**src/logic/decode_pkg.sv**
```systemverilog
// Decode and issue package
// Shared ISA encodings, micro-op and immediate enums, and the fetch bundle
// used by the decode and issue stage of the in-order core

`default_nettype none

package decode_pkg;

  // ----------------------------------------------------------------------
  // Basic widths
  // ----------------------------------------------------------------------

  // Data word or program counter
  typedef logic [31:0] word_t;
  // Architectural register index
  typedef logic [4:0]  areg_t;
  // Tag for each instruction in flight
  typedef logic [7:0]  seq_t;

  // ----------------------------------------------------------------------
  // RV32 opcodes and function fields
  // ----------------------------------------------------------------------

  localparam logic [6:0] OPC_OP     = 7'b0110011;
  localparam logic [6:0] OPC_OP_IMM = 7'b0010011;
  localparam logic [6:0] OPC_LOAD   = 7'b0000011;
  localparam logic [6:0] OPC_STORE  = 7'b0100011;
  localparam logic [6:0] OPC_JAL    = 7'b1101111;
  localparam logic [6:0] OPC_JALR   = 7'b1100111;

  localparam logic [2:0] F3_ADD     = 3'b000;
  localparam logic [2:0] F3_WORD    = 3'b010;
  localparam logic [6:0] F7_BASE    = 7'b0000000;
  localparam logic [6:0] F7_MULDIV  = 7'b0000001;

  // ----------------------------------------------------------------------
  // Enums
  // ----------------------------------------------------------------------

  // Micro-ops sent to execute
  typedef enum logic [2:0] {
    uop_add,
    uop_mul,
    uop_addi,
    uop_lw,
    uop_sw,
    uop_jal,
    uop_jalr,
    uop_invalid
  } uop_e;

  // Immediate formats
  typedef enum logic [1:0] {
    imm_i,
    imm_s,
    imm_j,
    imm_none
  } imm_e;

  // Instruction as handed over by fetch
  typedef struct packed {
    word_t inst;
    word_t pc;
    seq_t  seq;
  } fetch_bundle_t;

endpackage

`default_nettype wire
```
**src/logic/phys_regfile.sv**
```systemverilog
// Physical register file
// Two combinational read ports and one completion write port

`default_nettype none

module phys_regfile
  import decode_pkg::*;
#(
  parameter  int PHYS_REGS = 36,
  localparam int PREG_W    = $clog2(PHYS_REGS)
) (
  input  logic              clk,
  input  logic              rst,
  input  logic [PREG_W-1:0] raddr0,
  input  logic [PREG_W-1:0] raddr1,
  output word_t             rdata0,
  output word_t             rdata1,
  input  logic              wen,
  input  logic [PREG_W-1:0] waddr,
  input  word_t             wdata
);

  word_t regs [PHYS_REGS];

  // Read before write, no bypass
  assign rdata0 = regs[raddr0];
  assign rdata1 = regs[raddr1];

  always_ff @(posedge clk) begin
    if (rst) begin
      for (int i = 0; i < PHYS_REGS; i++) begin
        regs[i] <= '0;
      end
    end else if (wen && waddr != '0) begin
      // Register 0 stays zero
      regs[waddr] <= wdata;
    end
  end

  // Index must fall inside a non power of two array
  a_waddr_range: assert property (@(posedge clk) disable iff (rst)
    wen |-> int'(waddr) < PHYS_REGS);

endmodule

`default_nettype wire

```
**config.mk**
```make
export PLATFORM = sky130hd
export DESIGN_NAME = phys_regfile
export DESIGN_NICKNAME = d
export VERILOG_FILES = /design/src/logic/decode_pkg.sv /design/src/logic/phys_regfile.sv
export SDC_FILE = /design/constraint.sdc
export NUM_CORES = 2
export LEC_CHECK = 0
export BUFFER_PORTS_ARGS = -buffer_cell sky130_fd_sc_hd__buf_2
export CORE_MARGIN = 3
export CORE_UTILIZATION = 64
export DETAILED_ROUTE_END_ITERATION = 10
export PLACE_DENSITY = 0.79
export RECOVER_POWER = 100
export SLEW_MARGIN = 5
export SYNTH_ARGS = -nofsm -noshare
export SYNTH_HDL_FRONTEND = slang
export SYNTH_SLANG_ARGS = --single-unit
```
**constraint.sdc**
```tcl
create_clock -name clk -period 3.89 [get_ports clk]
set_input_delay 0.5835 -clock clk [delete_from_list [all_inputs] [get_ports clk]]
set_output_delay 0.5835 -clock clk [all_outputs]
set_load 0.05 [all_outputs]
```
==> results.txt <==
I/O pin cnt -> 117
Initial antenna violation count -> 23
Slowest cell on crit path -> nor2b_2
Top cell type's share of synthesized area -> 60.8%
Post-Syn Instances -> 5834
Setup repair after global routing missed its margin -> no
Core area -> 0.157 mm²
Post-route setup slack -> -0.146 ns
Synth Register Bits -> 2048
Nets@finish -> 6141
Pwr/cell area -> 448 mW/mm²
WS Path Type -> in -> out
Maxcap violations -> 83
Overall Global Routing Usage -> 41.2%
Buffers on Ports -> 116
First-pass GRT wire length -> 471000 µm
Die ar. -> 0.163 mm²
Fin. max-slew vios -> 3085
Layout cells sized above 1 -> 30.3%
Clock sinks -> 2048
Final number of setup-violating endpoints -> 52
Largest registers -> regs x2048
Initial DRC Count -> 11878
CP Data Arrival Time -> 3.45 ns
Status -> complete, but fails checks
Avg Inst Size Synth -> 17.3 µm²
Max FFs per register -> 2048
Most common cell on crit path -> buf_2
CP max stage delay -> 1.17 ns
Setup_tns -> -1.89 ns
WL final -> 334000 µm
Synth warn -> 0
Post-CTS Setup Bufs -> 0
Worst path depth -> 6
Commonest non-fill, non-tap cells in the layout -> 2048 x edfxtp_1, 1018 x mux4_2, 627 x and2_0
Hold Path Class -> in -> reg
Final ANT Viol Nets -> 0
Tcrit/Tclk final -> 104%
Fmax -> 248 MHz
GR Util met1 -> 52.1%
Crit path to -> rdata0[31]
Multi-input gate area -> 0.0376 mm²
CP Max Fanout -> 9
Register area -> 0.0615 mm²
Syn-to-layout area delta -> 11.8%
Grt total ovfl -> 0
Vias in the first global route -> 65027
Clock-pin slew on the worst setup and hold paths -> 0.06 ns
Delay-heaviest family, CP -> simple AND/OR/NAND/NOR gates
Post-synth top flop -> edfxtp_1
Yosys top cell by area -> edfxtp_1
Die width -> 404 µm
Critical Path Start -> raddr0[5]
Placed Cells -> 7940
GPL Wtd Cong -> 0.949
Crit path buffers/inverters -> 3
Hpwl dp -> 209000 µm
Peak VDD IR -> 0.369 mV
Design area -> 0.113 mm²
Top Usage Layer GRT -> met2
Post-synthesis sequential area ratio -> 60.8%
Starting density of the core -> 64.6%
Die height -> 404 µm
Ranking of synthesized cells by area -> edfxtp_1 61%, mux4_2 23%, and2_1 7.0%
CTS max path bufs -> 3
Row count -> 145
Layout fillers -> 9319
Synth unique cells -> 46
Non-filler cells, final -> 8317
GRT met3 Usage -> 17.0%
Asr flop ratio synth -> 0%
TritonCTS clock tree -> yes
Commonest non-fill, non-tap cell in the layout -> edfxtp_1
Failing checks -> max-capacitance violations, max-slew violations, negative setup slack
Relative slew slack -> -116%
Startpoint types -> input port
Pre-antenna DRT Iters -> 8
DRC Markers -> 0
Largest net degree at the start of global routing -> 83
GR Layer Usage met2 -> 61.8%
Worst Max-Slew Pin Slew -> 3.23 ns
Leak pwr -> 36.6 nW
DR WL/cell -> 40.2 µm
Routed via count -> 65156
H-tree levels -> 4
CTS Buf Count -> 204
WP data required -> 3.31 ns
EDFF count, synth -> 2048
Cell area after synthesis -> 0.101 mm²
DR vias/cell -> 7.83
Worst Setup End Kind -> output port
Final Hold Fails -> 0
Largest Register -> regs
Clock root cell -> clkbuf_16
Cell Area, Placed -> 0.107 mm²
Crit path time final -> 4.04 ns
Crit path cell chain -> buf_2, nor2b_2, buf_4, o211ai_1, and4_1, buf_2
==> kinds of logic after synthesis <==
| kind of cell | synth area share, % |
|---|---|
| multiplexers | 23.7 |
| other | 0.00371 |
| flip-flops | 60.8 |
| AO/OA/AOI/OAI | 4.08 |
| AND/OR/NAND/NOR | 8.85 |
| buffers and inverters | 2.62 |
==> metrics by stage <==
step                power, mW  hold WS, ns  util, %  setup WS [ns]
CTS                      50.5        0.216     72.7         0.0198
detailed placement       31.7         1.13     68.6        -0.0430
finish                   50.7        0.641     72.2         -0.146
floorplan                29.1        0.682        -          0.208
global placement         31.5         1.12     68.6        -0.0479
global route             51.6        0.650     72.2       0.000409
==> cells in the mapped netlist, drive strengths merged, types with 13 or more instances <==
cell / instances
nor3: 29
o221ai: 56
o21ai: 17
nand3: 13
nand2b: 19
a22oi: 99
nor4: 22
mux4: 1027
a211oi: 19
a221oi: 28
or2: 41
a22o: 26
o22a: 30
clkbuf: 352
nor2b: 32
nor2: 148
buf: 217
mux2i: 66
edfxtp: 2048
a21oi: 119
o22ai: 197
nand2: 43
and2: 1127
==> report_power, final <==
part | internal [mW] | switching [mW]
clock network | 10.8 | 8.45
logic | 2.39 | 3.68
registers | 25.0 | 0.387
==> per-layer routing <==
metal / share of wire, % / up-vias
li1: - / 24268
met1: 30 / 32602
met2: 45 / 6777
met3: 18 / 1489
met4: 6.8 / 20
met5: 0.038 / -
==> final cells by class <==
class | instances | share of cell area (%)
Antenna cell | 11 | 0.0243
Clock buffer | 250 | 4.78
Clock inverter | 116 | 0.841
Multi-Input combinational cell | 3248 | 33.2
Sequential cell | 2048 | 54.4
Tap cell | 2058 | 2.28
Timing Repair Buffer | 586 | 4.49
==> repair_timing <==
action | in CTS | in global routing
resized for setup | 2 | 20
setup endpoints to repair | 2 | 22
hold buffers | 0 | 0
==> worst min-delay path by stage <==
stage          startpoint                     end  slack (ns)  cells past startpoint
2_1_floorplan    wdata[0]   regs[36][0]$_DFFE_PP_        0.68                      0
5_1_grt          waddr[2]  regs[39][10]$_DFFE_PP_        0.65                      4
3_5_place_dp    wdata[20]  regs[43][20]$_DFFE_PP_        1.13                      1
4_1_cts         wdata[20]  regs[40][20]$_DFFE_PP_        0.22                      1
6_report        wdata[20]  regs[43][20]$_DFFE_PP_        0.64                      1
3_3_place_gp    wdata[20]  regs[43][20]$_DFFE_PP_        1.12                      1
(Power assumes the default switching activity.)
