## config.mk

```make
export PLATFORM = sky130hd
export DESIGN_NAME = rename_table
export DESIGN_NICKNAME = d
export VERILOG_FILES = /design/src/logic/decode_pkg.sv /design/src/logic/rename_table.sv
export SDC_FILE = /design/constraint.sdc
export NUM_CORES = 1
export LEC_CHECK = 0
export BUFFER_PORTS_ARGS = -buffer_cell sky130_fd_sc_hd__buf_4
export CAP_MARGIN = 0
export CORE_UTILIZATION = 48
export CTS_BUF_LIST = sky130_fd_sc_hd__clkbuf_8
export CTS_CLUSTER_DIAMETER = 30
export DETAILED_ROUTE_END_ITERATION = 6
export HOLD_SLACK_MARGIN = 0.15
export SYNTH_ARGS = -nofsm -noshare
export SYNTH_HDL_FRONTEND = slang
export SYNTH_SLANG_ARGS = --single-unit
export TNS_END_PERCENT = 20
```

## constraint.sdc

```tcl
create_clock -name clk -period 9.6 [get_ports clk]
set_input_delay 0.96 -clock clk [delete_from_list [all_inputs] [get_ports clk]]
set_output_delay 0.96 -clock clk [all_outputs]
set_load 0.1 [all_outputs]
```

## src/logic/decode_pkg.sv

```systemverilog
// Decode and issue package
// Shared ISA encodings, micro-op and immediate enums, and the fetch bundle
// used by the decode and issue stage of the in-order core

`default_nettype none

package decode_pkg;

  // ----------------------------------------------------------------------
  // Basic widths
  // ----------------------------------------------------------------------

  // Data word or program counter
  typedef logic [31:0] word_t;
  // Architectural register index
  typedef logic [4:0]  areg_t;
  // Tag for each instruction in flight
  typedef logic [7:0]  seq_t;

  // ----------------------------------------------------------------------
  // RV32 opcodes and function fields
  // ----------------------------------------------------------------------

  localparam logic [6:0] OPC_OP     = 7'b0110011;
  localparam logic [6:0] OPC_OP_IMM = 7'b0010011;
  localparam logic [6:0] OPC_LOAD   = 7'b0000011;
  localparam logic [6:0] OPC_STORE  = 7'b0100011;
  localparam logic [6:0] OPC_JAL    = 7'b1101111;
  localparam logic [6:0] OPC_JALR   = 7'b1100111;

  localparam logic [2:0] F3_ADD     = 3'b000;
  localparam logic [2:0] F3_WORD    = 3'b010;
  localparam logic [6:0] F7_BASE    = 7'b0000000;
  localparam logic [6:0] F7_MULDIV  = 7'b0000001;

  // ----------------------------------------------------------------------
  // Enums
  // ----------------------------------------------------------------------

  // Micro-ops sent to execute
  typedef enum logic [2:0] {
    uop_add,
    uop_mul,
    uop_addi,
    uop_lw,
    uop_sw,
    uop_jal,
    uop_jalr,
    uop_invalid
  } uop_e;

  // Immediate formats
  typedef enum logic [1:0] {
    imm_i,
    imm_s,
    imm_j,
    imm_none
  } imm_e;

  // Instruction as handed over by fetch
  typedef struct packed {
    word_t inst;
    word_t pc;
    seq_t  seq;
  } fetch_bundle_t;

endpackage

`default_nettype wire
```

## src/logic/rename_table.sv

```systemverilog
// Rename table
// Architectural-to-physical register map with a circular free list and
// per-register pending bits; allocation, completion and commit update it

`default_nettype none

module rename_table
  import decode_pkg::*;
#(
  parameter  int PHYS_REGS = 36,
  localparam int PREG_W    = $clog2(PHYS_REGS)
) (
  input  logic              clk,
  input  logic              rst,
  input  areg_t             alloc_areg,
  input  logic              alloc_en,
  output logic              alloc_rdy,
  output logic [PREG_W-1:0] alloc_preg,
  output logic [PREG_W-1:0] alloc_ppreg,
  input  areg_t             src_areg0,
  input  areg_t             src_areg1,
  output logic [PREG_W-1:0] src_preg0,
  output logic [PREG_W-1:0] src_preg1,
  output logic              src_pending0,
  output logic              src_pending1,
  input  logic              cpl_val,
  input  logic              cpl_wen,
  input  logic [PREG_W-1:0] cpl_preg,
  input  logic              cmt_val,
  input  logic [PREG_W-1:0] cmt_ppreg
);

  // Registers 32 and up start out free
  localparam int FREE_N = PHYS_REGS - 32;
  localparam int FIDX_W = (FREE_N > 1) ? $clog2(FREE_N) : 1;
  localparam int CNT_W  = $clog2(FREE_N + 1);

  typedef logic [PREG_W-1:0] preg_t;
  typedef logic [FIDX_W-1:0] fidx_t;
  typedef logic [CNT_W-1:0]  fcnt_t;

  preg_t                 map_tbl [32];
  preg_t                 free_list [FREE_N];
  fidx_t                 head;
  fidx_t                 tail;
  fcnt_t                 count;
  logic  [PHYS_REGS-1:0] pending;

  // ----------------------------------------------------------------------
  // Lookups from current state
  // ----------------------------------------------------------------------

  assign src_preg0    = map_tbl[src_areg0];
  assign src_preg1    = map_tbl[src_areg1];
  assign src_pending0 = pending[src_preg0];
  assign src_pending1 = pending[src_preg1];

  assign alloc_rdy    = (count != '0);
  // x0 never takes a register
  assign alloc_preg   = (alloc_areg == '0) ? '0 : free_list[head];
  assign alloc_ppreg  = map_tbl[alloc_areg];

  // ----------------------------------------------------------------------
  // State update
  // ----------------------------------------------------------------------

  always_ff @(posedge clk) begin
    if (rst) begin
      for (int i = 0; i < 32; i++) begin
        map_tbl[i] <= preg_t'(i);
      end
      for (int k = 0; k < FREE_N; k++) begin
        free_list[k] <= preg_t'(32 + k);
      end
      head    <= '0;
      tail    <= '0;
      count   <= fcnt_t'(FREE_N);
      pending <= '0;
    end else begin
      // Completion clears pending
      if (cpl_val && cpl_wen) begin
        pending[cpl_preg] <= 1'b0;
      end
      // Allocation pops the head and marks the new register busy
      if (alloc_en) begin
        map_tbl[alloc_areg]  <= alloc_preg;
        pending[alloc_preg]  <= 1'b1;
        head <= (head == fidx_t'(FREE_N - 1)) ? '0 : head + 1'b1;
      end
      // Commit pushes the old mapping on the tail
      if (cmt_val) begin
        free_list[tail] <= cmt_ppreg;
        tail <= (tail == fidx_t'(FREE_N - 1)) ? '0 : tail + 1'b1;
      end
      if (alloc_en && !cmt_val) begin
        count <= count - 1'b1;
      end else if (cmt_val && !alloc_en) begin
        count <= count + 1'b1;
      end
    end
  end

  // ----------------------------------------------------------------------
  // Checks
  // ----------------------------------------------------------------------

  // Issue must have held back a writer on an empty list
  a_alloc_nonempty: assert property (@(posedge clk) disable iff (rst)
    alloc_en |-> count != '0);

  // Commit can only return a register that was handed out
  a_commit_not_full: assert property (@(posedge clk) disable iff (rst)
    cmt_val |-> (count != fcnt_t'(FREE_N)) || alloc_en);

  // Execute never targets the zero register
  a_cpl_not_zero: assert property (@(posedge clk) disable iff (rst)
    (cpl_val && cpl_wen) |-> cpl_preg != '0);

endmodule

`default_nettype wire

```

==> out/metrics.yaml <==
cells_and_area:
  layout_commonest_cell: "edfxtp_1"
  layout.cells.most_common_list: "216 x edfxtp_1, 169 x mux4_2, 167 x nand2_1, 158 x nor2_1, 71 x buf_4"
  final_cell_count_no_fill: 1679
  area_growth_syn_to_layout_pct: 12.6
  n_antenna_cell: 0
  fin_nets: 1269
  final_layout_size_suffix_gt1_frac: 0.288
critical_path:
  terminus_of_the_critical_flop_to_flop_path: "pending[3]"
  critical_path_arrival_ns: 4.53
  worst-path-stages: 10
  cp_cell_sequence: "buf_4, mux4_2, mux4_2, mux2i_1, nor2_1, a22oi_1, a21boi_0, o21a_1, o41ai_2, buf_4"
  timing.critical_path.required_ns: 8.64
  worstSetupStartpoint: "src_areg0[0]"
  number_of_buffer_and_inverter_stages_on_the_critical_path: 2
  crit_path_max_incr_delay_ns: 0.65
  worstPathMaxFanout: 42
  endpoint: "src_pending0"
  reg2reg_slack_ns: 6.50
  critical_path.startpoint_type: "input pin"
  crit_family: "multiplexers"
  rr_worst_depth: 6
  critPathCaptureType: "primary output"
  timing.setup.critical_path_class: "input pin to primary output"
  critPathSlowestCell: "buf_4"
synth:
  yosys_most_used_dff: "edfxtp_1"
  seq_area_frac_synth: 0.486
  synth_cell_type_count: 47
  synth-simple-area-share: 0.135
  synth_compound_area_frac: 0.0542
  synth_edf_count: 216
  synth_seq_cells: 261
  mappedNetlistArea_sq_um: 15200
  synth_adder_area_share: 0.00379
  yosys.area_share.xor_xnor: 0.00115
  postSynthCellCount: 1182
  muxShareOfSynthArea: 0.289
  ys.warnings.count: 0
  syn_area_per_cell_sq_um: 12.8
  main_combinational_cell_family_by_area_after_synthesis: "multiplexers"
  fraction_of_registers_with_async_set_reset: 0
grt:
  number_of_global_route_vias_before_repair: 10629
  largest_net_degree_at_the_start_of_global_routing: 58
  grt-ovfl-total: 0
  antenna_violations_before_repair: 0
  global_route_wire_length_before_repair_mm: 69.9
  overall_global_routing_resource_usage: 0.296
sta:
  timing.slew.headroom: 0.163
  final.setup_skew_ns: 0.0305
  hold_viol_final: 0
  finalWorstPathRequiredPeriod_ns: 5.49
  final_setup_violation_count: 0
  post-route-worst-setup-slack_ns: 4.11
  fmax_mhz: 182
  final_setup_tns_ns: 0
  final.period_utilization: 0.572
  finalMaxSlewViolations: 0
  unrepaired_setup_endpoints_after_global_routing: "no"
  max_slew.worst_pin.slew_ns: 1.25
power:
  clock_network_power_share: 0.413
  gate_power_share: 0.175
  power_switching_uw: 953
  power.switching_fraction: 0.306
  vdd_ir_drop_max_mv: 0.0835
  power_per_cell_area_nw_per_um2: 182
  internal-power_uw: 2170
  power_leakage_uw: 0.00553
  seq_power_share: 0.412
route:
  drt_first_iter_violations: 1311
  ant_nets: 0
  detail_route.vias_per_cell: 6.51
  route.detailed.wl_per_inst_microns: 28.0
  number_of_iterations_in_the_first_detailed_routing_pass: 7
  via_count: 10933
  drc_violation_count_after_routing: 5
  drt-total-wl_mm: 47.0
placed_design:
  place.detailed.instances: 1565
  dp.final_hpwl_mm: 32.5
  globalplace.congestion: 0.929
  io_buffer_count: 59
  post-place-ws_ns: 4.11
clock_network:
  post_cts_hold_buffer_count: 0
  clock_insertion_delay_worst_skew_ns: 0.61
  clk_transition_reported_paths_ns: 0.05
  clock_tree.htree_level_count: 2
  clock_tree_from_tritoncts: "yes"
  postCtsResizedCells: 0
  postCtsSetupRepairBufs: 0
  max-clock-path-buffers: 3
  cts_root_buf: "clkbuf_8"
  clkSinkCount: 261
  total_cts_buffers: 61
min_path:
  worstHoldPathType: "flip-flop to flip-flop"
  holdCritStartpoint: "pending[24]"
floorplan:
  floorplan.io_pins: 60
  placement_rows: 64
  die_area_sq_um: 32400
  placeableCoreArea_sq_um: 30800
  die_w_microns: 180
  overall_die_height_microns: 180
  start_util: 0.493
job:
  max-cap-violations: 0
run_status:
  run_status: "finished with violations"
  violated_checks: "design-rule violations"
==> power groups by stage <==
stage	clock network (uW)	logic, uW	registers (uW)
global placement	0	538	1310
CTS	1300	541	1280
finish	1290	546	1290
floorplan	0	401	1290
detailed placement	0	540	1310
global route	1360	569	1290
==> worst register-to-register path: stages (launching register included) <==
cell and delay (ns):
dfxtp_1 0.58, mux4_2 0.62, nand2_1 0.65, inv_1 0.22, nor3_1 0.68, nand2_1 0.12, a21oi_1 0.15
==> cell usage after synthesis, types with 3 or more instances <==
library cell	instances	area [sq um]
a21oi_1	42	210
nand2b_1	39	244
or3b_2	3	26.3
inv_1	16	60.1
nor2b_1	3	18.8
and3_1	4	25.0
edfxtp_1	216	6490
buf_4	8	60.1
nand3_1	20	100
or2_2	10	62.6
a32oi_1	4	35.0
nor3_1	14	70.1
buf_1	12	45.0
mux2_2	6	67.6
nand3b_1	3	22.5
a22oi_1	30	225
o21ai_0	37	185
and2_1	22	138
nand2_1	167	627
buf_2	6	30.0
nand4_1	8	50.1
mux4_2	169	3810
clkbuf_1	59	221
ha_1	3	37.5
mux2i_1	35	350
dfxtp_1	45	901
nor2_1	159	597
mux4_1	5	131
nor3b_1	4	30.0
==> metal layers <==
metal | GRT usage | routed length (microns) | vias to the layer above
li1 | - | - | 4659
met1 | 0.416 | 19100 | 5538
met2 | 0.446 | 21400 | 641
met3 | 0.0754 | 4880 | 95
met4 | 0.108 | 1600 | 0
met5 | 0 | 0 | -
==> registers in the layout (all words and copies together), names as in the netlist, named ones only <==
register   count
tail           2
count          3
free_list     24
map_tbl      192
pending       36
head           2
==> per-stage QoR <==
step,area [sq um],power (uW),hold slack [ns],utilization
finish,17100,3120,0.505,0.555
global route,17100,3220,0.549,0.555
CTS,17100,3130,0.501,0.555
detailed placement,15800,1850,0.493,0.514
global placement,15800,1840,0.492,0.514
floorplan,15200,1690,0.458,-
==> area by class of cell <==
type | instances | area, sq um
clock buffer | 64 | 881
inverter | 16 | 60.1
timing repair buffer | 71 | 533
tap | 396 | 495
sequential | 261 | 7390
fill | 2599 | 13700
clock inverter | 50 | 373
multi-input combinational | 821 | 7370
==> logic make-up after synthesis <==
group	count (synthesis)
and+or+nand+nor	461
DFF	261
buffers and inverters	105
muxes	217
xor gates and xnor gates	2
adders and majority gates	4
other	1
AOI/OAI and AO/OA	131
==> worst min path at each step <==
stage / to / slack (ns) / cells after the start
6_report: pending[24] / 0.50 / 2
4_1_cts: pending[24] / 0.50 / 2
2_1_floorplan: pending[34] / 0.46 / 2
5_1_grt: pending[11] / 0.55 / 2
3_5_place_dp: pending[24] / 0.49 / 2
3_3_place_gp: count[1] / 0.49 / 2
Note: power is estimated with default switching activity, not from simulation.
