==> src/logic/decode_pkg.sv <==
// Decode and issue package
// Shared ISA encodings, micro-op and immediate enums, and the fetch bundle
// used by the decode and issue stage of the in-order core

`default_nettype none

package decode_pkg;

  // ----------------------------------------------------------------------
  // Basic widths
  // ----------------------------------------------------------------------

  // Data word or program counter
  typedef logic [31:0] word_t;
  // Architectural register index
  typedef logic [4:0]  areg_t;
  // Tag for each instruction in flight
  typedef logic [7:0]  seq_t;

  // ----------------------------------------------------------------------
  // RV32 opcodes and function fields
  // ----------------------------------------------------------------------

  localparam logic [6:0] OPC_OP     = 7'b0110011;
  localparam logic [6:0] OPC_OP_IMM = 7'b0010011;
  localparam logic [6:0] OPC_LOAD   = 7'b0000011;
  localparam logic [6:0] OPC_STORE  = 7'b0100011;
  localparam logic [6:0] OPC_JAL    = 7'b1101111;
  localparam logic [6:0] OPC_JALR   = 7'b1100111;

  localparam logic [2:0] F3_ADD     = 3'b000;
  localparam logic [2:0] F3_WORD    = 3'b010;
  localparam logic [6:0] F7_BASE    = 7'b0000000;
  localparam logic [6:0] F7_MULDIV  = 7'b0000001;

  // ----------------------------------------------------------------------
  // Enums
  // ----------------------------------------------------------------------

  // Micro-ops sent to execute
  typedef enum logic [2:0] {
    uop_add,
    uop_mul,
    uop_addi,
    uop_lw,
    uop_sw,
    uop_jal,
    uop_jalr,
    uop_invalid
  } uop_e;

  // Immediate formats
  typedef enum logic [1:0] {
    imm_i,
    imm_s,
    imm_j,
    imm_none
  } imm_e;

  // Instruction as handed over by fetch
  typedef struct packed {
    word_t inst;
    word_t pc;
    seq_t  seq;
  } fetch_bundle_t;

endpackage

`default_nettype wire
==> src/logic/inst_decoder.sv <==
// Instruction decoder
// Maps a 32-bit RV32 instruction onto a micro-op, register addresses and a
// sign-extended immediate; anything outside the supported subset is invalid

`default_nettype none

module inst_decoder
  import decode_pkg::*;
(
  input  word_t inst,
  output uop_e  uop,
  output logic  dec_val,
  output areg_t raddr0,
  output areg_t raddr1,
  output areg_t waddr,
  output logic  wen,
  output word_t imm,
  output logic  op2_imm,
  output logic  jump
);

  // Instruction fields
  logic [6:0] opcode;
  logic [2:0] funct3;
  logic [6:0] funct7;
  imm_e       imm_sel;

  assign opcode = inst[6:0];
  assign funct3 = inst[14:12];
  assign funct7 = inst[31:25];

  // ----------------------------------------------------------------------
  // Opcode and funct decode
  // ----------------------------------------------------------------------

  always_comb begin
    // Defaults read x0 so unused sources never stall
    uop     = uop_invalid;
    imm_sel = imm_none;
    raddr0  = '0;
    raddr1  = '0;
    wen     = 1'b0;
    op2_imm = 1'b0;
    case (opcode)
      OPC_OP: begin
        if (funct3 == F3_ADD && funct7 == F7_BASE) begin
          uop = uop_add;
        end else if (funct3 == F3_ADD && funct7 == F7_MULDIV) begin
          uop = uop_mul;
        end
        raddr0 = inst[19:15];
        raddr1 = inst[24:20];
        wen    = 1'b1;
      end
      OPC_OP_IMM, OPC_LOAD: begin
        if (opcode == OPC_OP_IMM && funct3 == F3_ADD) begin
          uop = uop_addi;
        end else if (opcode == OPC_LOAD && funct3 == F3_WORD) begin
          uop = uop_lw;
        end
        imm_sel = imm_i;
        raddr0  = inst[19:15];
        wen     = 1'b1;
        op2_imm = 1'b1;
      end
      OPC_STORE: begin
        if (funct3 == F3_WORD) begin
          uop = uop_sw;
        end
        imm_sel = imm_s;
        raddr0  = inst[19:15];
        // Store data comes through rs2
        raddr1  = inst[24:20];
        op2_imm = 1'b1;
      end
      OPC_JAL: begin
        uop     = uop_jal;
        imm_sel = imm_j;
        // Link value pc+4 is written in execute
        wen     = 1'b1;
        op2_imm = 1'b1;
      end
      OPC_JALR: begin
        if (funct3 == F3_ADD) begin
          uop = uop_jalr;
        end
        imm_sel = imm_i;
        raddr0  = inst[19:15];
        wen     = 1'b1;
        op2_imm = 1'b1;
      end
      default: begin
        uop = uop_invalid;
      end
    endcase
  end

  assign dec_val = (uop != uop_invalid);
  assign jump    = (uop == uop_jal) || (uop == uop_jalr);
  // No destination for invalid ops or stores
  assign waddr   = (wen && dec_val) ? inst[11:7] : '0;

  // ----------------------------------------------------------------------
  // Immediate generation
  // ----------------------------------------------------------------------

  always_comb begin
    case (imm_sel)
      imm_i:   imm = {{20{inst[31]}}, inst[31:20]};
      imm_s:   imm = {{20{inst[31]}}, inst[31:25], inst[11:7]};
      imm_j:   imm = {{12{inst[31]}}, inst[19:12], inst[20], inst[30:21], 1'b0};
      default: imm = '0;
    endcase
  end

endmodule

`default_nettype wire

==> config.mk <==
export PLATFORM = sky130hd
export DESIGN_NAME = inst_decoder
export DESIGN_NICKNAME = d
export VERILOG_FILES = /design/src/logic/decode_pkg.sv /design/src/logic/inst_decoder.sv
export SDC_FILE = /design/constraint.sdc
export NUM_CORES = 1
export LEC_CHECK = 0
export ABC_AREA = 1
export CAP_MARGIN = 40
export CORE_MARGIN = 2
export CORE_UTILIZATION = 25
export DETAILED_ROUTE_END_ITERATION = 8
export DONT_BUFFER_PORTS = 1
export SYNTH_ARGS = -nofsm -noshare
export SYNTH_HDL_FRONTEND = slang
export SYNTH_SLANG_ARGS = --single-unit
==> constraint.sdc <==
create_clock -name vclk -period 1.65
set_input_delay 0.165 -clock vclk [all_inputs]
set_output_delay 0.165 -clock vclk [all_outputs]
set_load 0.05 [all_outputs]
==> results of run 1 <==
-- cells in the mapped netlist --
library cell / number / share of area (%)
nand2_4: 3 / 4.3
nand2_2: 3 / 2.4
nor2_8: 1 / 2.6
nand2_1: 20 / 9.7
or2_4: 2 / 2.3
nor3_2: 1 / 1.3
o21ai_2: 1 / 1.1
inv_1: 29 / 14
nand3b_1: 1 / 0.97
buf_4: 11 / 11
o21ai_0: 8 / 5.2
inv_2: 3 / 1.4
nor2_2: 9 / 7.2
nor2_4: 2 / 2.9
buf_6: 1 / 1.4
nand3_4: 1 / 2.3
nand3_1: 9 / 5.8
nand3_2: 5 / 6.4
o22ai_1: 5 / 4.0
nor2_1: 29 / 14
-- how the worst max path moves through the flow --
stage                endpoint  slack, ns  cells after the start  startpoint
global route        raddr0[3]       0.02                      9     inst[1]
CTS                  waddr[0]       0.03                      9     inst[3]
finish               waddr[0]       0.12                     11     inst[1]
detailed placement   waddr[0]       0.04                      9     inst[3]
floorplan             imm[11]      -0.19                      5     inst[2]
global placement       imm[5]       0.11                     10     inst[1]
-- metal layers --
layer	vias up	global-route usage [%]	share of wire, %
li1	519	-	-
met1	433	15.4	39
met2	42	24.5	52
met3	0	1.95	9.1
met4	0	0	0
met5	-	0	0
-- repair_timing --
action / in CTS / in global routing
setup buffers: 0 / 0
setup endpoints to repair: 0 / 13
gates resized for setup: 0 / 6
-- per-stage QoR --
step / worst slack, ns / TNS [ns] / power, W
6_report: 0.118 / 0 / 0.000252
5_1_grt: 0.0211 / 0 / 0.000268
4_1_cts: 0.0339 / 0 / 0.000252
3_5_place_dp: 0.0433 / 0 / 0.000252
3_3_place_gp: 0.107 / 0 / 0.000250
2_1_floorplan: -0.189 / -1.79 / 0.000189
-- cells by family after synthesis --
kind of cell / share of synthesized area (%)
and+or+nand+nor: 62.2
AOI/OAI and AO/OA: 10.3
buffers and inverters: 27.5
-- final cells by class --
cell class | count | area [µm²]
Fill cell | 303 | 1530
Multi-Input combinational cell | 100 | 683
Timing Repair Buffer | 55 | 626
Inverter | 32 | 120
Tap cell | 33 | 41.3
-- critical path: stages --
cell	delay (ns)
nand2_4	0.10
inv_2	0.05
nand2_2	0.11
nor2_4	0.05
nor2_4	0.18
nand3_4	0.14
nand3_4	0.14
nand3_4	0.11
nand2_8	0.13
nor2_4	0.05
buf_12	0.14
-- power by group through the flow --
stage                     clock network (W)  logic [W]  registers [W]
final                                     0   0.000252              0
after global routing                      0   0.000268              0
after CTS                                 0   0.000252              0
after detailed placement                  0   0.000252              0
after global placement                    0   0.000250              0
after floorplan                           0   0.000189              0
-- cell usage in the layout (no fill, tap or decap) --
cell type / count
buf_12: 17
buf_4: 38
inv_1: 29
inv_2: 3
nand2_1: 17
nand2_2: 6
nand2_4: 2
nand2_8: 1
nand3_1: 9
nand3_2: 1
nand3_4: 5
nand3b_1: 1
nor2_1: 26
nor2_2: 5
nor2_4: 9
nor2_8: 1
nor3_4: 1
o21ai_0: 7
o21ai_1: 1
o21ai_2: 1
o22ai_1: 1
o22ai_2: 4
or2_4: 2
==> impl_metrics.yaml, run 1 <==
worst_setup_path:
  path_class: "input pin to output pin"
  cp-end-kind: "output pin"
  worstPathRequired_ns: 1.48
  worstPathArrival_ns: 1.37
  crit_path_max_fanout: 5
  cp-start-kind: "input pin"
layout:
  utilization_pct: 49.0
  n_antenna_cell: 0
  layout-drive-gt1-share_pct: 51.3
  fin_area_um2: 1470
  seq_cells: 0
  regArea_um2: 0
  stdcell_count: 220
  num-clock-buffers: 0
  syn2layout_area_growth_pct: 89.2
  fin_nets: 221
pwr:
  p_switching_w: 0.000173
  internal_power_w: 0.0000797
  switching_share_pct: 68.4
  leakage_nw: 0.807
  power_density_nw_per_um2: 172
  vdd_ir_drop_max_mv: 0.0939
  pwr-share-seq_pct: 0
  clkPwrFrac_pct: 0
  p_comb_share_pct: 100.0
drt:
  vias: 994
  via_per_inst: 4.52
  route.detailed.drc: 0
  first_iter_violations: 7
  drt-total-wl_um: 2340
  wl_per_cell_um: 10.6
  drtPass1Iterations: 2
  antenna_left: 0
sta:
  rsz0062_at_grt: "false"
  period_minus_slack_ns: 1.53
  max_freq_ghz: 0.653
  hold_viol: 0
  finalSetupViolCount: 0
  tightest_slew_ns: 0.296
  maxSlewHeadroom_pct: 80.2
  whs_ns: 0.590
  final_max_slew_viol_count: 0
  finalCritPeriodShare_pct: 92.9
placed_design:
  io_buffers: 0
  placed_area_um2: 1450
  gp_congestion: 0.834
  placedCellCount: 220
  hpwl_um: 2190
grt:
  antenna_found_initial: 0
  grt_pass1_wl_um: 3730
  grt_pass1_vias: 892
  grt_max_degree: 10
  grt_overflow: 0
  grtUsageTotal_pct: 12.7
floorplanning:
  die_area_um2: 3570
  io_pins: 86
  start_util_pct: 25.9
  coreArea_um2: 3000
  dieWidth_um: 59.8
  die_height_um: 59.8
  rows: 20
yosys:
  syn_area_um2: 777
  synth_nets: 176
  synthDistinctLibCells: 20
  syn_avg_cell_area_um2: 5.40
  netlist_instances: 144
  yosysSeqAreaShare_pct: 0
  yosys_warnings: 0
min_path:
  hold_depth: 3
  min_from: "inst[16]"
  hp-class: "input pin to output pin"
  hold_end: "raddr0[1]"
flow_run:
  timing.max_cap.violations: 0
clock_tree:
  hold_buffers: 0
run_status:
  status: "finished, final reports clean"
(Power assumes the default switching activity.)
==> run 2, diff against run 1 <==
--- a/config.mk
+++ b/config.mk
@@ -7,10 +7,13 @@
 export LEC_CHECK = 0
 export ABC_AREA = 1
 export CAP_MARGIN = 40
+export CELL_PAD_IN_SITES_DETAIL_PLACEMENT = 0
+export CELL_PAD_IN_SITES_GLOBAL_PLACEMENT = 1
 export CORE_MARGIN = 2
 export CORE_UTILIZATION = 25
 export DETAILED_ROUTE_END_ITERATION = 8
 export DONT_BUFFER_PORTS = 1
+export PLACE_DENSITY_LB_ADDON = 0.1
 export SYNTH_ARGS = -nofsm -noshare
 export SYNTH_HDL_FRONTEND = slang
 export SYNTH_SLANG_ARGS = --single-unit
==> impl_metrics.yaml, run 2 (synthesized netlist as in run 1, its figures left out) <==
worst_setup_path:
  cp_cell_sequence: "nand2_4 > inv_4 > nand2_1 > nor2_2 > nor2_4 > nand2_2 > buf_4 > or2_4 > nand2_8 > nor2_4 > buf_12"
  worstPathArrival_ns: 1.42
  worstPathRequired_ns: 1.48
  slowest_delay_ns: 0.25
  path_class: "input pin to output pin"
  cp-end-kind: "output pin"
  slowest_stage: "or2_4"
  cp-start-kind: "input pin"
  cp_common_cell: "nor2_4"
  critPathBufInv: 3
  crit_family: "simple AND/OR/NAND/NOR gates"
  crit_path_max_fanout: 5
layout:
  layout_commonest_cell: "buf_4"
  regArea_um2: 0
  n_antenna_cell: 0
  syn2layout_area_growth_pct: 76.5
  layout_common_cells: "buf_4 (41), inv_1 (29), nor2_1 (24)"
  utilization_pct: 45.7
  layout-drive-gt1-share_pct: 51.4
  num-fill-cells: 312
  num-clock-buffers: 0
  multi_input_area_um2: 687
  fin_nets: 217
  seq_cells: 0
min_path:
  hold_end: "raddr0[1]"
  hp-class: "input pin to output pin"
  min_from: "inst[16]"
  hold_depth: 3
run_status:
  status: "finished, final reports clean"
placed_design:
  io_buffers: 0
  gp_congestion: 0.759
  hpwl_um: 2150
floorplanning:
  die_area_um2: 3570
  io_pins: 86
  dieWidth_um: 59.8
  coreArea_um2: 3000
  die_height_um: 59.8
  rows: 20
  start_util_pct: 25.9
sta:
  maxSlewHeadroom_pct: 76.1
  period_minus_slack_ns: 1.59
  tightest_slew_ns: 0.360
  final_max_slew_viol_count: 0
  finalSetupViolCount: 0
  finalCritPeriodShare_pct: 96.1
  max_freq_ghz: 0.631
  hold_viol: 0
  finalSetupTns_ns: 0
drt:
  vias: 946
  drt-total-wl_um: 2330
  via_per_inst: 4.38
  first_iter_violations: 18
  wl_per_cell_um: 10.8
  antenna_left: 0
  route.detailed.drc: 0
  drtPass1Iterations: 4
grt:
  grt_overflow: 0
  grt_max_degree: 10
  globalRouteMet2Util_pct: 23.4
  grtUsageTotal_pct: 12.6
  top_usage_layer: "met2"
  antenna_found_initial: 0
  use_met3_pct: 0.433
  grt_use_met1_pct: 17.0
  grt_pass1_vias: 843
  grt_pass1_wl_um: 3710
pwr:
  p_comb_share_pct: 100.0
  pwr-share-seq_pct: 0
  power_density_nw_per_um2: 175
  leakage_nw: 0.775
  p_switching_w: 0.000171
  clkPwrFrac_pct: 0
  switching_share_pct: 71.2
  vdd_ir_drop_max_mv: 0.0627
  internal_power_w: 0.0000692
flow_run:
  timing.max_cap.violations: 0
## run 2: tightest hold or removal path: stages
cell and delay, ns:
inv_1 0.05, nor2_1 0.04, buf_4 0.18
## run 2: stage by stage
stage,cell area [µm²],power [W],instances,hold WS (ns),setup WS [ns]
detailed placement,1340,0.000239,216,0.596,0.0254
finish,1370,0.000240,216,0.597,0.0641
global route,1370,0.000256,216,0.606,-0.00601
floorplan,876,0.000189,144,0.502,-0.189
CTS,1340,0.000240,216,0.598,0.0240
global placement,1340,0.000237,216,0.593,0.0347
## run 2: metal layers
layer  vias up  part of all wire (%)
met2        37                    53
met5         -                     0
met3         0                   6.5
met4         0                     0
met1       402                    40
li1        507                     -
## run 2: worst max path at each step
stage	start	end	slack [ns]	cells after the start
floorplan	inst[2]	imm[11]	-0.19	5
global placement	inst[5]	imm[29]	0.03	8
detailed placement	inst[5]	imm[29]	0.03	8
CTS	inst[5]	imm[29]	0.02	8
global route	inst[1]	waddr[0]	-0.006	11
finish	inst[1]	waddr[0]	0.06	11
## run 2: area by class of cell
cell class	count	share of cell area (%)
Tap cell	33	3.01
Inverter	32	8.94
Multi-Input combinational cell	100	50.1
Timing Repair Buffer	51	38.0
## run 2: power by group through the flow
stage                     Combinational [W]  Clock (W)  Sequential (W)
after global routing               0.000256          0               0
after global placement             0.000237          0               0
after CTS                          0.000240          0               0
final                              0.000240          0               0
after detailed placement           0.000239          0               0
after floorplan                    0.000189          0               0
## run 2: repair_timing
| action | 4_1_cts | 5_1_grt |
|---|---|---|
| buffers inserted | 0 | 1 |
| resized for setup | 0 | 10 |
| endpoints found under the setup margin | 0 | 21 |
| hold buffers | 0 | 0 |
